## src/verilog/sorter_cfg.svh

```systemverilog
/*
 * Sorter configuration
 * Word width of the sorting engine and the number of compare-exchange
 * pairs walked for a full four-word sort and for a three-word sort.
 */
`ifndef SORTER_CFG_SVH
`define SORTER_CFG_SVH

// width of every sorted word in bits
`define SORT_WIDTH 8

// compare-exchange pairs per request, used to size simulation timeouts
`define SORT_PAIRS_FULL 6
`define SORT_PAIRS_THREE 3

`endif
```

## src/verilog/sortPkg.sv

```systemverilog
/*
 * Sorter types
 * Word type and the state and operand select enums shared by the
 * controller, the pair sequencer and the datapath.
 */
`include "sorter_cfg.svh"

package sortPkg;

   // one unsigned word held by the datapath
   typedef logic [`SORT_WIDTH-1:0] sortWord_t;

   // sequencer states, one per compare pair after AB
   // the AB compare is issued from pairIdle in the cycle startSeq arrives
   typedef enum logic [2:0] {
      pairIdle = 3'd0,
      pairAc   = 3'd1,
      pairAd   = 3'd2,
      pairBc   = 3'd3,
      pairBd   = 3'd4,
      pairCd   = 3'd5
   } pairState_t;

   // controller states
   typedef enum logic [1:0] {
      ctrlIdle = 2'd0,
      ctrlRun  = 2'd1,
      ctrlDone = 2'd2
   } ctrlState_t;

   // left operand mux, always the lower-lettered register of a pair
   typedef enum logic [1:0] {leftSelA, leftSelB, leftSelC} leftSel_t;

   // right operand mux, always the higher-lettered register of a pair
   typedef enum logic [1:0] {rightSelB, rightSelC, rightSelD} rightSel_t;

endpackage

```

## src/verilog/sorterTop.sv

```systemverilog
/*
 * Four-word sorter
 * Top level of the in-place sorting engine. The controller latches a
 * request, the pair sequencer walks the compare pairs and the datapath
 * performs each compare-exchange on its four word registers.
 */
`include "sorter_cfg.svh"

module sorterTop
   import sortPkg::*;
(
   input  logic      Clock,
   input  logic      rstN,
   input  sortWord_t dataA,
   input  sortWord_t dataB,
   input  sortWord_t dataC,
   input  sortWord_t dataD,
   input  logic      threeOnly,
   input  logic      start,
   output sortWord_t sortedA,
   output sortWord_t sortedB,
   output sortWord_t sortedC,
   output sortWord_t sortedD,
   output logic      busy,
   output logic      done
);

   // controller to datapath and sequencer
   logic load;
   logic startSeq;
   logic threeMode;

   // sequencer to datapath
   leftSel_t  leftSel;
   rightSel_t rightSel;
   logic enAb, enAc, enAd, enBc, enBd, enCd;

   // sequencer back to controller
   logic seqLast;

   // ************************************************************
   // blocks
   // ************************************************************
   sortCtrl uCtrl (
      .Clock     (Clock),
      .rstN      (rstN),
      .start     (start),
      .threeOnly (threeOnly),
      .seqLast   (seqLast),
      .load      (load),
      .startSeq  (startSeq),
      .threeMode (threeMode),
      .busy      (busy),
      .done      (done)
   );

   pairSequencer uSeq (
      .Clock     (Clock),
      .rstN      (rstN),
      .startSeq  (startSeq),
      .threeMode (threeMode),
      .leftSel   (leftSel),
      .rightSel  (rightSel),
      .enAb      (enAb),
      .enAc      (enAc),
      .enAd      (enAd),
      .enBc      (enBc),
      .enBd      (enBd),
      .enCd      (enCd),
      .seqLast   (seqLast)
   );

   sortDatapath uData (
      .Clock    (Clock),
      .rstN     (rstN),
      .load     (load),
      .dataA    (dataA),
      .dataB    (dataB),
      .dataC    (dataC),
      .dataD    (dataD),
      .leftSel  (leftSel),
      .rightSel (rightSel),
      .enAb     (enAb),
      .enAc     (enAc),
      .enAd     (enAd),
      .enBc     (enBc),
      .enBd     (enBd),
      .enCd     (enCd),
      .sortedA  (sortedA),
      .sortedB  (sortedB),
      .sortedC  (sortedC),
      .sortedD  (sortedD)
   );

endmodule

```

## src/verilog/sortDatapath.sv

```systemverilog
/*
 * Sort datapath
 * Four word registers, two operand muxes and one comparator. When the
 * enabled pair is out of order the two words are written back swapped,
 * so repeated compare-exchange leaves A smallest and D largest.
 */
`include "sorter_cfg.svh"

module sortDatapath
   import sortPkg::*;
(
   input  logic      Clock,
   input  logic      rstN,
   input  logic      load,
   input  sortWord_t dataA,
   input  sortWord_t dataB,
   input  sortWord_t dataC,
   input  sortWord_t dataD,
   input  leftSel_t  leftSel,
   input  rightSel_t rightSel,
   input  logic      enAb,
   input  logic      enAc,
   input  logic      enAd,
   input  logic      enBc,
   input  logic      enBd,
   input  logic      enCd,
   output sortWord_t sortedA,
   output sortWord_t sortedB,
   output sortWord_t sortedC,
   output sortWord_t sortedD
);

   sortWord_t regA, regB, regC, regD;
   sortWord_t leftWord;
   sortWord_t rightWord;
   logic      swap;

   // ************************************************************
   // operand muxes and comparator
   // ************************************************************
   always_comb begin
      case (leftSel)
         leftSelB: leftWord = regB;
         leftSelC: leftWord = regC;
         default:  leftWord = regA;
      endcase
   end

   always_comb begin
      case (rightSel)
         rightSelC: rightWord = regC;
         rightSelD: rightWord = regD;
         default:   rightWord = regB;
      endcase
   end

   // equal words stay put, only a strictly larger left word moves
   assign swap = (leftWord > rightWord);

   // ************************************************************
   // word registers
   // ************************************************************
   always_ff @(posedge Clock or negedge rstN) begin
      if (!rstN) begin
         regA <= '0;
         regB <= '0;
         regC <= '0;
         regD <= '0;
      end else if (load) begin
         regA <= dataA;
         regB <= dataB;
         regC <= dataC;
         regD <= dataD;
      end else if (swap) begin
         // A is always a left operand and takes the smaller word
         if (enAb || enAc || enAd)
            regA <= rightWord;
         // B is the right operand of AB and the left one of BC and BD
         if (enAb)
            regB <= leftWord;
         else if (enBc || enBd)
            regB <= rightWord;
         // C sits on the right for AC and BC and on the left for CD
         if (enAc || enBc)
            regC <= leftWord;
         else if (enCd)
            regC <= rightWord;
         // D is always a right operand and takes the larger word
         if (enAd || enBd || enCd)
            regD <= leftWord;
      end
   end

   assign sortedA = regA;
   assign sortedB = regB;
   assign sortedC = regC;
   assign sortedD = regD;

endmodule

```

## src/verilog/sortCtrl.sv

```systemverilog
/*
 * Sort controller
 * Accepts a request while idle, loads the words into the datapath,
 * runs the pair sequencer until its last pair and then raises done
 * for one cycle. busy covers the whole run including the done cycle.
 */
`include "sorter_cfg.svh"

module sortCtrl
   import sortPkg::*;
(
   input  logic Clock,
   input  logic rstN,
   input  logic start,
   input  logic threeOnly,
   input  logic seqLast,
   output logic load,
   output logic startSeq,
   output logic threeMode,
   output logic busy,
   output logic done
);

   ctrlState_t curState;
   ctrlState_t nextState;

   // a request is taken only from idle, so start while busy is dropped
   assign load = start && (curState == ctrlIdle);

   always_comb begin
      nextState = curState;
      case (curState)
         ctrlIdle: begin
            if (start)
               nextState = ctrlRun;
         end
         ctrlRun: begin
            // leave on the edge that ends the final compare
            if (seqLast)
               nextState = ctrlDone;
         end
         ctrlDone: begin
            nextState = ctrlIdle;
         end
         default: begin
            nextState = ctrlIdle;
         end
      endcase
   end

   always_ff @(posedge Clock or negedge rstN) begin
      if (!rstN) begin
         curState  <= ctrlIdle;
         threeMode <= 1'b0;
      end else begin
         curState <= nextState;
         // the mode flag is held for the full run of the sequencer
         if (load)
            threeMode <= threeOnly;
      end
   end

   // sequencer runs as long as the controller sits in ctrlRun
   assign startSeq = (curState == ctrlRun);

   // status levels decoded straight from the state
   assign busy = (curState != ctrlIdle);
   assign done = (curState == ctrlDone);

endmodule

```

## src/verilog/pairSequencer.sv

```systemverilog
/*
 * Pair sequencer
 * Steps through the compare-exchange pairs AB, AC, AD, BC, BD, CD, or
 * AB, AC, BC in three-word mode. Each cycle it selects one operand pair
 * and raises that pair's write enable. Mealy outputs, registered state.
 */
`include "sorter_cfg.svh"

module pairSequencer
   import sortPkg::*;
(
   input  logic      Clock,
   input  logic      rstN,
   input  logic      startSeq,
   input  logic      threeMode,
   output leftSel_t  leftSel,
   output rightSel_t rightSel,
   output logic      enAb,
   output logic      enAc,
   output logic      enAd,
   output logic      enBc,
   output logic      enBd,
   output logic      enCd,
   output logic      seqLast
);

   pairState_t curState;
   pairState_t nextState;

   // ************************************************************
   // next state and outputs
   // ************************************************************
   always_comb begin
      // every output defaults to the AB pair with no enable raised
      nextState = curState;
      leftSel   = leftSelA;
      rightSel  = rightSelB;
      enAb      = 1'b0;
      enAc      = 1'b0;
      enAd      = 1'b0;
      enBc      = 1'b0;
      enBd      = 1'b0;
      enCd      = 1'b0;
      seqLast   = 1'b0;
      case (curState)
         pairIdle: begin
            // the AB compare overlaps the cycle in which the run begins
            if (startSeq) begin
               enAb      = 1'b1;
               nextState = pairAc;
            end
         end
         pairAc: begin
            leftSel  = leftSelA;
            rightSel = rightSelC;
            enAc     = 1'b1;
            // three words have no D operand, so AD is skipped
            if (threeMode)
               nextState = pairBc;
            else
               nextState = pairAd;
         end
         pairAd: begin
            leftSel   = leftSelA;
            rightSel  = rightSelD;
            enAd      = 1'b1;
            nextState = pairBc;
         end
         pairBc: begin
            leftSel  = leftSelB;
            rightSel = rightSelC;
            enBc     = 1'b1;
            if (threeMode) begin
               // BC closes a three-word sort
               seqLast   = 1'b1;
               nextState = pairIdle;
            end else begin
               nextState = pairBd;
            end
         end
         pairBd: begin
            leftSel   = leftSelB;
            rightSel  = rightSelD;
            enBd      = 1'b1;
            nextState = pairCd;
         end
         pairCd: begin
            leftSel   = leftSelC;
            rightSel  = rightSelD;
            enCd      = 1'b1;
            seqLast   = 1'b1;
            nextState = pairIdle;
         end
         default: begin
            nextState = pairIdle;
         end
      endcase
   end

   // ************************************************************
   // state register
   // ************************************************************
   always_ff @(posedge Clock or negedge rstN) begin
      if (!rstN)
         curState <= pairIdle;
      else
         curState <= nextState;
   end

endmodule

```

## config.mk

```make
export PLATFORM = sky130hd
export DESIGN_NAME = sorterTop
export DESIGN_NICKNAME = d
export VERILOG_FILES = /design/src/verilog/sortPkg.sv /design/src/verilog/sorterTop.sv /design/src/verilog/sortDatapath.sv /design/src/verilog/sortCtrl.sv /design/src/verilog/pairSequencer.sv
export VERILOG_INCLUDE_DIRS = /design/src /design/src/verilog
export SDC_FILE = /design/constraint.sdc
export NUM_CORES = 1
export LEC_CHECK = 0
export BUFFER_PORTS_ARGS = -buffer_cell sky130_fd_sc_hd__buf_2
export CAP_MARGIN = 40
export CORE_ASPECT_RATIO = 1.2
export CORE_UTILIZATION = 55
export DETAILED_ROUTE_END_ITERATION = 7
export HOLD_SLACK_MARGIN = 0.15
export MAX_ROUTING_LAYER = met4
export PLACE_DENSITY = 0.93
export REMOVE_ABC_BUFFERS = 1
export SLEW_MARGIN = 20
export SYNTH_ARGS = -nofsm -noshare
export SYNTH_HDL_FRONTEND = slang
export SYNTH_SLANG_ARGS = --single-unit
```

## constraint.sdc

```tcl
create_clock -name Clock -period 5.7 [get_ports Clock]
set_clock_uncertainty 0.2 [all_clocks]
set_input_delay 0.57 -clock Clock [delete_from_list [all_inputs] [get_ports Clock]]
set_output_delay 0.57 -clock Clock [all_outputs]
set_load 0.01 [all_outputs]
```

==> flow_summary.yaml, run 1 <==
worst_setup_path:
  cp_slowest_cell: "ha_1"
  end_kind: "register"
  ff2ff_setup_slack_ns: 1.10
  critical_path.startpoint_type: "register"
  worstReg2RegStart: "uSeq.curState[2]"
  worst_path_most_repeated_cell: "ha_1"
  cp.arrival_ns: 4.58
  critPathMaxFanout: 16
  cp_num_buf_inv: 2
  critical_path_class: "reg -> reg"
  timing.critical_path.cells: "nand2b_1 > clkinv_1 > ha_1 > o21ai_0 > inv_1 > ha_1 > o211ai_2 > a21o_4 > nand2_2 > a31o_1 > mux2_4"
  worst_case_reg_to_reg_path_depth: 11
  worst_path_dominant_cell_family: "compound AO/OA/AOI/OAI gates"
  cpPeakStageDelay_ns: 0.60
  critical_path_required_ns: 5.69
  worst_r2r_endpoint: "uData.sortedB[6]"
cts:
  cts_post_setup_buffers_inserted: 0
  cts_tree: "yes"
  path_clk_slew_ns: 0.08
  clkLatencyLatePin_ns: 0.30
  cts_root_buf: "clkbuf_8"
  clockBufferDepth: 2
  cts_htree_levels: 2
  cts_buffers: 5
  tritoncts_num_sinks: 38
timing:
  finalCriticalPeriod_ns: 4.596
  tns_ns: 0
  final-setup-viol-count: 0
  hold_ws_ns: 0.2745
  max_freq_mhz: 217.6
  final.period_utilization_pct: 80.64
  max_slew.worst_pin.slew_ns: 0.7339
  hold_violations: 0
  maxSlewHeadroom_pct: 50.89
  timing.final.max_slew_violations: 0
  setup_repair_after_global_routing_missed_its_margin: "no"
final_layout:
  layout.cells.most_common_list: "69 x buf_2, 53 x nand2_1, 38 x dfrtp_1"
  sequential_cell_area_um2: 950.9
  nets: 420
  drive_gt1_share_pct: 28.42
  layout_commonest_cell: "buf_2"
  antenna-diode-count: 0
  final.fill_count: 365
  flow.area_growth_from_synthesis_pct: 19.19
  fin_util_pct: 69.35
  multiInputGateArea_mm2: 0.001620
global_route:
  grt_overflow: 0
  global_route.usage.total_pct: 32.39
  via_count_of_the_first_global_routing_pass: 2580
  grt_pass1_wl_um: 12430
  antenna_found_initial: 0
  grt_max_degree: 33
synth:
  synth_enable_flop_cells: 0
  synth.yosys.seq_area_share_pct: 35.06
  netlist-cell-type-count: 42
  postSynthRegisterBits: 38
  synthesis.area_per_instance_um2: 8.750
  post_synth_inst_count: 310
  synth_async_sr_flop_share_pct: 100.0
  synthesis.yosys.warnings: 0
  ys_dominant_reg_cell: "dfrtp_1"
  post_synth_instance_area_mm2: 0.002713
drt:
  detail-route-antenna-nets: 0
  detail_route.vias_per_cell: 6.225
  drt_first_pass_iters: 6
  via_count: 2683
  routed_wire_length_per_instance_um: 17.79
  drt-initial-drc-count: 294
  drcViolationCount: 0
  routed_wirelength_um: 7667
floorplan:
  initial_core_util_pct: 58.19
  ios: 70
  fp.dieH_um: 78.93
  die_area_mm2: 0.005218
  chipWidth_um: 66.11
  core_area_mm2: 0.004662
  cell_rows: 27
place:
  port-buffer-count: 69
  gpl.final_weighted_congestion: 0.9198
  dp_hpwl_um: 5383
run:
  maxCapViolCount: 0
hold_path:
  min_path_type: "in -> reg"
  hold_end: "uCtrl.threeMode"
  hold_path_depth: 3
  min-delay-start: "threeOnly"
outcome:
  outcome: "complete, no violations"
-- area by class of cell --
| type | instances | share of cell area, % |
|---|---|---|
| Inverter | 13 | 1.509 |
| Multi-Input combinational cell | 241 | 50.12 |
| Tap cell | 58 | 2.245 |
| Clock buffer | 6 | 2.554 |
| Sequential cell | 38 | 29.41 |
| Timing Repair Buffer | 73 | 12.31 |
| Clock inverter | 2 | 1.858 |
-- cell usage after synthesis, types with 2 or more instances --
master     n  share of area, %
nand4_1    2              0.46
mux2_4     8               4.4
nor2_1    22               3.0
nand2_1   53               7.3
a21oi_4    2               1.2
nand2_2    2              0.46
inv_1     12               1.7
nand3_1   27               5.0
o21ai_0    5              0.92
a21oi_1   20               3.7
nand2b_1   3              0.69
mux2_1     7               2.9
ha_1      12               5.5
buf_2      8               1.5
nand2b_4   2               1.0
nor2b_1    3              0.69
a22oi_1   24               6.6
o21ai_1   14               2.6
or2_1      2              0.46
buf_6      2              0.83
buf_1      3              0.42
dfrtp_1   38                35
clkbuf_1   5              0.69
mux2i_1   16               5.9
-- how the worst max path moves through the flow --
stage / start / to / slack (ns) / depth (start not counted)
2_1_floorplan: uSeq.curState[0] / uData.sortedB[0] / 2.00 / 12
3_3_place_gp: uSeq.curState[2] / uData.sortedB[1] / 1.50 / 11
3_5_place_dp: uSeq.curState[2] / uData.sortedB[6] / 1.28 / 11
4_1_cts: uSeq.curState[2] / uData.sortedB[6] / 1.20 / 11
5_1_grt: uSeq.curState[2] / uData.sortedB[3] / 0.90 / 11
6_report: uSeq.curState[2] / uData.sortedB[6] / 1.10 / 11
-- sequential cells by signal, indices dropped and copies added, names as in the netlist --
signal	cells
uCtrl.curState	2
uData.sortedA	8
uData.sortedC	8
uCtrl.threeMode	1
uSeq.curState	3
uData.sortedB	8
uData.sortedD	8
-- routing by layer --
layer	global-route usage, %	wire, um	vias to the layer above
met2	51.63	3790	178
met5	-	0	-
met3	5.747	655	39
li1	-	-	1210
met4	15.32	298	0
met1	39.50	2922	1256
-- worst reg2reg max path, stage by stage (launching register included) --
cell and delay [ns]:
dfrtp_1 0.51, nand2b_1 0.48, clkinv_1 0.40, ha_1 0.60, o21ai_0 0.49, inv_1 0.09
ha_1 0.37, o211ai_2 0.12, a21o_4 0.24, nand2_2 0.08, a31o_1 0.54, mux2_4 0.36
-- logic make-up (layout without fill, tap and decap cells) --
logic type | Yosys count | after routing | share of synthesized area, %
AO/OA/AOI/OAI | 74 | 74 | 18.68
flip-flops | 38 | 38 | 35.06
multiplexers | 32 | 32 | 13.65
adder cells (fa/ha/maj) | 12 | 12 | 5.535
buffers and inverters | 31 | 94 | 5.212
AND/OR/NAND/NOR | 123 | 123 | 21.86
-- per-stage QoR --
step           instance area (um^2)  cells  setup WS [ns]
2_1_floorplan                  2620    292          1.995
5_1_grt                        3233    431         0.8957
3_3_place_gp                   3053    421          1.497
6_report                       3233    431          1.104
3_5_place_dp                   3080    422          1.281
4_1_cts                        3233    431          1.197
-- what timing repair did --
| item | CTS | global route |
|---|---|---|
| gates resized for setup | 0 | 0 |
| hold endpoints to repair | 16 | 0 |
| setup endpoints to repair | 0 | 0 |
| hold buffers | 1 | 0 |
Power of run 1 is not shown: default switching activity piles up to over one toggle a cycle in this logic, so the estimate is an artifact.
==> run 2: changes to the inputs <==
--- a/config.mk
+++ b/config.mk
@@ -9,11 +9,11 @@
 export BUFFER_PORTS_ARGS = -buffer_cell sky130_fd_sc_hd__buf_2
 export CAP_MARGIN = 40
 export CORE_ASPECT_RATIO = 1.2
-export CORE_UTILIZATION = 55
+export CORE_UTILIZATION = 54
 export DETAILED_ROUTE_END_ITERATION = 7
 export HOLD_SLACK_MARGIN = 0.15
 export MAX_ROUTING_LAYER = met4
-export PLACE_DENSITY = 0.93
+export PLACE_DENSITY = 0.92
 export REMOVE_ABC_BUFFERS = 1
 export SLEW_MARGIN = 20
 export SYNTH_ARGS = -nofsm -noshare
==> constraint.sdc (replaced) <==
create_clock -name Clock -period 4.25 [get_ports Clock]
set_clock_uncertainty 0.2 [all_clocks]
set_input_delay 0.425 -clock Clock [delete_from_list [all_inputs] [get_ports Clock]]
set_output_delay 0.425 -clock Clock [all_outputs]
set_load 0.01 [all_outputs]
==> run 2 against run 1 <==
Compared with the run above:
- critical path depth up 2
- hold slack worse by 0.10 ns
- worst setup slack got worse by 0.89 ns
- first-iteration DRC count down 18%
- non-clock buffer count is 3 higher
==> flow_summary.yaml, run 2 (synthesis gave the netlist of run 1 again) <==
drt:
  routed_wire_length_per_instance_um: 17.28
  via_count: 2683
  detail_route.vias_per_cell: 6.196
  detail-route-antenna-nets: 0
  routed_wirelength_um: 7483
  drcViolationCount: 0
  drt_first_pass_iters: 5
  drt-initial-drc-count: 240
cts:
  cts_htree_levels: 2
  path_clk_slew_ns: 0.08
  cts_buffers: 5
  cts_post_setup_buffers_inserted: 0
  cts_tree: "yes"
  clockBufferDepth: 2
  clkLatencyLatePin_ns: 0.30
  tritoncts_num_sinks: 38
  cts_root_buf: "clkbuf_8"
timing:
  setup_repair_after_global_routing_missed_its_margin: "no"
  max_slew.worst_pin.slew_ns: 0.7636
  tns_ns: 0
  maxSlewHeadroom_pct: 48.90
  final.period_utilization_pct: 94.91
  timing.final.max_slew_violations: 0
  final-setup-viol-count: 0
  hold_violations: 0
  max_freq_mhz: 247.9
  layout_setup_ws_ns: 0.2163
  finalCriticalPeriod_ns: 4.034
worst_setup_path:
  critical_path.startpoint_type: "register"
  critPathMaxFanout: 16
  timing.critical_path.cells: "nand2b_2 > o21a_1 > ha_1 > nand2_1 > o21ai_1 > inv_1 > ha_1 > nor2b_4 > o211ai_2 > a21o_4 > nand2_2 > a31o_1 > mux2_4"
  cp_slowest_cell: "ha_1"
  worst_r2r_endpoint: "uData.sortedB[1]"
  critical_path_required_ns: 4.23
  cpPeakStageDelay_ns: 0.65
  worstReg2RegStart: "uSeq.curState[1]"
  ff2ff_setup_slack_ns: 0.22
  end_kind: "register"
  cp.arrival_ns: 4.01
  worst_path_most_repeated_cell: "ha_1"
  worst_path_dominant_cell_family: "compound AO/OA/AOI/OAI gates"
  critical_path_class: "reg -> reg"
  worst_case_reg_to_reg_path_depth: 13
  cp_num_buf_inv: 1
place:
  port-buffer-count: 69
  dp_hpwl_um: 5265
  post-place-ws_ns: 0.2784
  gpl.final_weighted_congestion: 0.9265
final_layout:
  layout.cells.most_common_list: "69 x buf_2, 53 x nand2_1, 38 x dfrtp_1"
  antenna-diode-count: 0
  nets: 423
  flow.area_growth_from_synthesis_pct: 17.48
  layout_commonest_cell: "buf_2"
  drive_gt1_share_pct: 28.53
hold_path:
  min-delay-start: "dataD[6]"
  hold_path_depth: 3
  min_path_type: "in -> reg"
  hold_end: "uData.sortedD[6]"
floorplan:
  ios: 70
  initial_core_util_pct: 57.77
  die_area_mm2: 0.005312
  cell_rows: 27
  core_area_mm2: 0.004696
  fp.dieH_um: 79.64
  chipWidth_um: 66.70
global_route:
  global_route.usage.total_pct: 31.78
  grt_pass1_wl_um: 12250
  grt_max_degree: 51
  antenna_found_initial: 0
  grt_overflow: 0
  via_count_of_the_first_global_routing_pass: 2654
run:
  maxCapViolCount: 0
outcome:
  outcome: "complete, no violations"
run 2: cell types whose count changed in the layout (fill, tap and decap cells not counted), sizes merged:
cell / before / now
bufinv: 2 / 0
buf: 72 / 74
clkinv: 1 / 3
clkbuf: 6 / 5
dlygate4sd3: 1 / 2
run 2: through the flow:
step	utilization, %	cells	area, um^2	hold WS, ns
after floorplan	-	292	2620	-0.07059
after global placement	65.33	423	3068	0.3148
after detailed placement	65.76	424	3088	0.1124
after CTS	67.87	433	3187	0.1775
after global routing	67.87	433	3187	0.1826
final	67.87	433	3187	0.1735
run 2: worst max path at each step:
stage / end / cells after the start / from / slack [ns]
floorplan: uData.sortedB[0] / 12 / uSeq.curState[0] / 0.55
global placement: uData.sortedB[3] / 11 / uSeq.curState[1] / 0.40
detailed placement: uData.sortedB[5] / 13 / uSeq.curState[1] / 0.28
CTS: uData.sortedB[1] / 13 / uSeq.curState[1] / 0.27
global route: uData.sortedA[3] / 13 / uSeq.curState[1] / 0.02
finish: uData.sortedB[1] / 13 / uSeq.curState[1] / 0.22
run 2: timing repair:
| action | CTS | global route |
|---|---|---|
| hold endpoints to repair | 39 | 0 |
| hold buffers | 2 | 0 |
| gates resized for setup | 0 | 0 |
run 2: routing by layer:
layer	track usage, %	vias to the layer above	part of all wire [%]
met5	-	-	0
met4	18.72	0	4.9
met3	7.714	51	11
met2	49.49	185	48
met1	36.79	1226	36
li1	-	1221	-
run 2: cell type report:
class                   count  area [um^2]
fillers                   357         1509
clock buffers               5        68.82
repair buffers             76        415.4
clock inverters             2        10.01
multi-input cells         241         1620
flip-flops and latches     38        950.9
well taps                  58        72.57
inverters                  13        48.80
run 2: worst reg2reg max path, cell delays in order, from the launching register on:
cell,delay [ns]
dfrtp_1,0.48
nand2b_2,0.27
o21a_1,0.21
ha_1,0.65
nand2_1,0.11
o21ai_1,0.18
inv_1,0.12
ha_1,0.25
nor2b_4,0.12
o211ai_2,0.08
a21o_4,0.24
nand2_2,0.07
a31o_1,0.57
mux2_4,0.35
Power of run 2 is left out for the same reason.
==> run 3: changes to the inputs <==
--- a/config.mk
+++ b/config.mk
@@ -9,11 +9,11 @@
 export BUFFER_PORTS_ARGS = -buffer_cell sky130_fd_sc_hd__buf_2
 export CAP_MARGIN = 40
 export CORE_ASPECT_RATIO = 1.2
-export CORE_UTILIZATION = 54
+export CORE_UTILIZATION = 53
 export DETAILED_ROUTE_END_ITERATION = 7
 export HOLD_SLACK_MARGIN = 0.15
 export MAX_ROUTING_LAYER = met4
-export PLACE_DENSITY = 0.92
+export PLACE_DENSITY = 0.91
 export REMOVE_ABC_BUFFERS = 1
 export SLEW_MARGIN = 20
 export SYNTH_ARGS = -nofsm -noshare
==> run 3 against run 2 <==
Compared with the run above:
- the flow now finishes with violations (design-rule violations)
- non-clock buffer count grew 1
- design area grew 0.67%
- register-to-register slack gained 0.08 ns
- via count shrank 2.4%
- worst setup slack gained 0.084 ns
- maximum frequency grew 2.1%
- critical path type unchanged
- critical endpoint is now uData.sortedC[2]
==> flow_summary.yaml, run 3 (synthesis gave the netlist of run 1 again) <==
drt:
  drt_first_pass_iters: 7
  detail_route.vias_per_cell: 6.021
  via_count: 2619
  drcViolationCount: 1
  detail-route-antenna-nets: 0
  drt-initial-drc-count: 237
  routed_wire_length_per_instance_um: 16.99
  routed_wirelength_um: 7390
global_route:
  grt_pass1_wl_um: 11800
  via_count_of_the_first_global_routing_pass: 2487
  grt_max_degree: 32
  antenna_found_initial: 0
  global_route.usage.total_pct: 30.26
  grt_overflow: 0
run:
  maxCapViolCount: 0
timing:
  final.period_utilization_pct: 92.94
  timing.final.max_slew_violations: 0
  setup_repair_after_global_routing_missed_its_margin: "no"
  finalCriticalPeriod_ns: 3.950
  maxSlewHeadroom_pct: 47.98
  tns_ns: 0
  max_slew.worst_pin.slew_ns: 0.7774
  max_freq_mhz: 253.2
  hold_violations: 0
  final-setup-viol-count: 0
floorplan:
  fp.dieH_um: 80.37
  cell_rows: 28
  ios: 70
  chipWidth_um: 67.31
  die_area_mm2: 0.005409
  initial_core_util_pct: 54.91
  core_area_mm2: 0.004940
final_layout:
  flow.area_growth_from_synthesis_pct: 18.27
  layout.cells.non_filler: 435
  sequential_cell_area_um2: 950.9
  final.fill_count: 399
  layout.cells.most_common_list: "69 x buf_2, 53 x nand2_1, 38 x dfrtp_1"
  drive_gt1_share_pct: 28.80
  antenna-diode-count: 0
  layout_commonest_cell: "buf_2"
  nets: 424
  multiInputGateArea_mm2: 0.001620
cts:
  tritoncts_num_sinks: 38
  clockBufferDepth: 2
  clkLatencyLatePin_ns: 0.29
  path_clk_slew_ns: 0.07
  cts_root_buf: "clkbuf_8"
  cts_buffers: 5
  cts_post_setup_buffers_inserted: 0
  cts_htree_levels: 2
  cts_tree: "yes"
place:
  gpl.final_weighted_congestion: 0.9750
  port-buffer-count: 69
  post-place-cells: 427
  dp_hpwl_um: 5121
worst_setup_path:
  end_kind: "register"
  critical_path.startpoint_type: "register"
  critical_path_class: "reg -> reg"
  cp.arrival_ns: 3.93
  critPathMaxFanout: 16
  critical_path_required_ns: 4.23
outcome:
  violated_checks: "design-rule violations"
  outcome: "finished with violations"
hold_path:
  min_path_type: "in -> reg"
## run 3: changes by cell type in the layout (fill, tap and decap cells not counted), sizes merged
cell / change
buf: +1
clkbuf: +1
clkinv: -2
## run 3: cell type report
cell class,instances,share of cell area (%)
tap,60,2.340
multi-input combinational,241,50.51
timing repair buffer,77,13.42
sequential,38,29.64
inverter,13,1.521
clock buffer,6,2.574
## run 3: routing by layer
layer  vias to the layer above  wire (um)  track usage, %
met5                         -          0               -
met1                      1221       2884           37.87
met4                         0        297           14.04
met3                        31        625           4.688
met2                       150       3583           47.40
li1                       1217          -               -
## run 3: timing repair
| action | CTS | global route |
|---|---|---|
| endpoints found under the hold margin | 19 | 0 |
| endpoints found under the setup margin | 0 | 8 |
| gates resized for setup | 0 | 1 |
| hold buffers | 2 | 0 |
## run 3: worst max-delay path: stages (launching register included)
cell      delay (ns)
dfrtp_1         0.54
nand2b_1        0.30
clkinv_1        0.13
ha_1            0.52
o21ai_0         0.43
inv_1           0.09
ha_1            0.32
nand4_1         0.16
or2_1           0.32
nand3_1         0.11
nor2_1          0.07
nor2_4          0.27
mux2_2          0.38
## run 3: stage by stage
stage / worst slack (ns) / util [%] / area, um^2 / hold WS [ns]
finish: 0.3000 / 64.94 / 3208 / 0.1729
global route: 0.02621 / 64.94 / 3208 / 0.1829
CTS: 0.2334 / 64.94 / 3208 / 0.1776
detailed placement: 0.2397 / 62.87 / 3105 / 0.2106
global placement: 0.3561 / 62.31 / 3078 / 0.3221
floorplan: 0.5453 / - / 2620 / -0.07059
## run 3: path summary, 6_finish.rpt
kind                                        start                 to  slack, ns  cells after the start
min in group asynchronous                    rstN    uCtrl.threeMode       0.42                      2
worst min-delay path                     dataA[2]   uData.sortedA[2]       0.17                      3
worst max register to register   uSeq.curState[2]   uData.sortedC[2]       0.30                     12
worst min register to register  uCtrl.curState[1]  uCtrl.curState[0]       0.34                      1
worst max-delay path             uSeq.curState[2]   uData.sortedC[2]       0.30                     12
max in group asynchronous                    rstN   uData.sortedD[4]       2.97                      3
Power of run 3 is left out for the same reason.
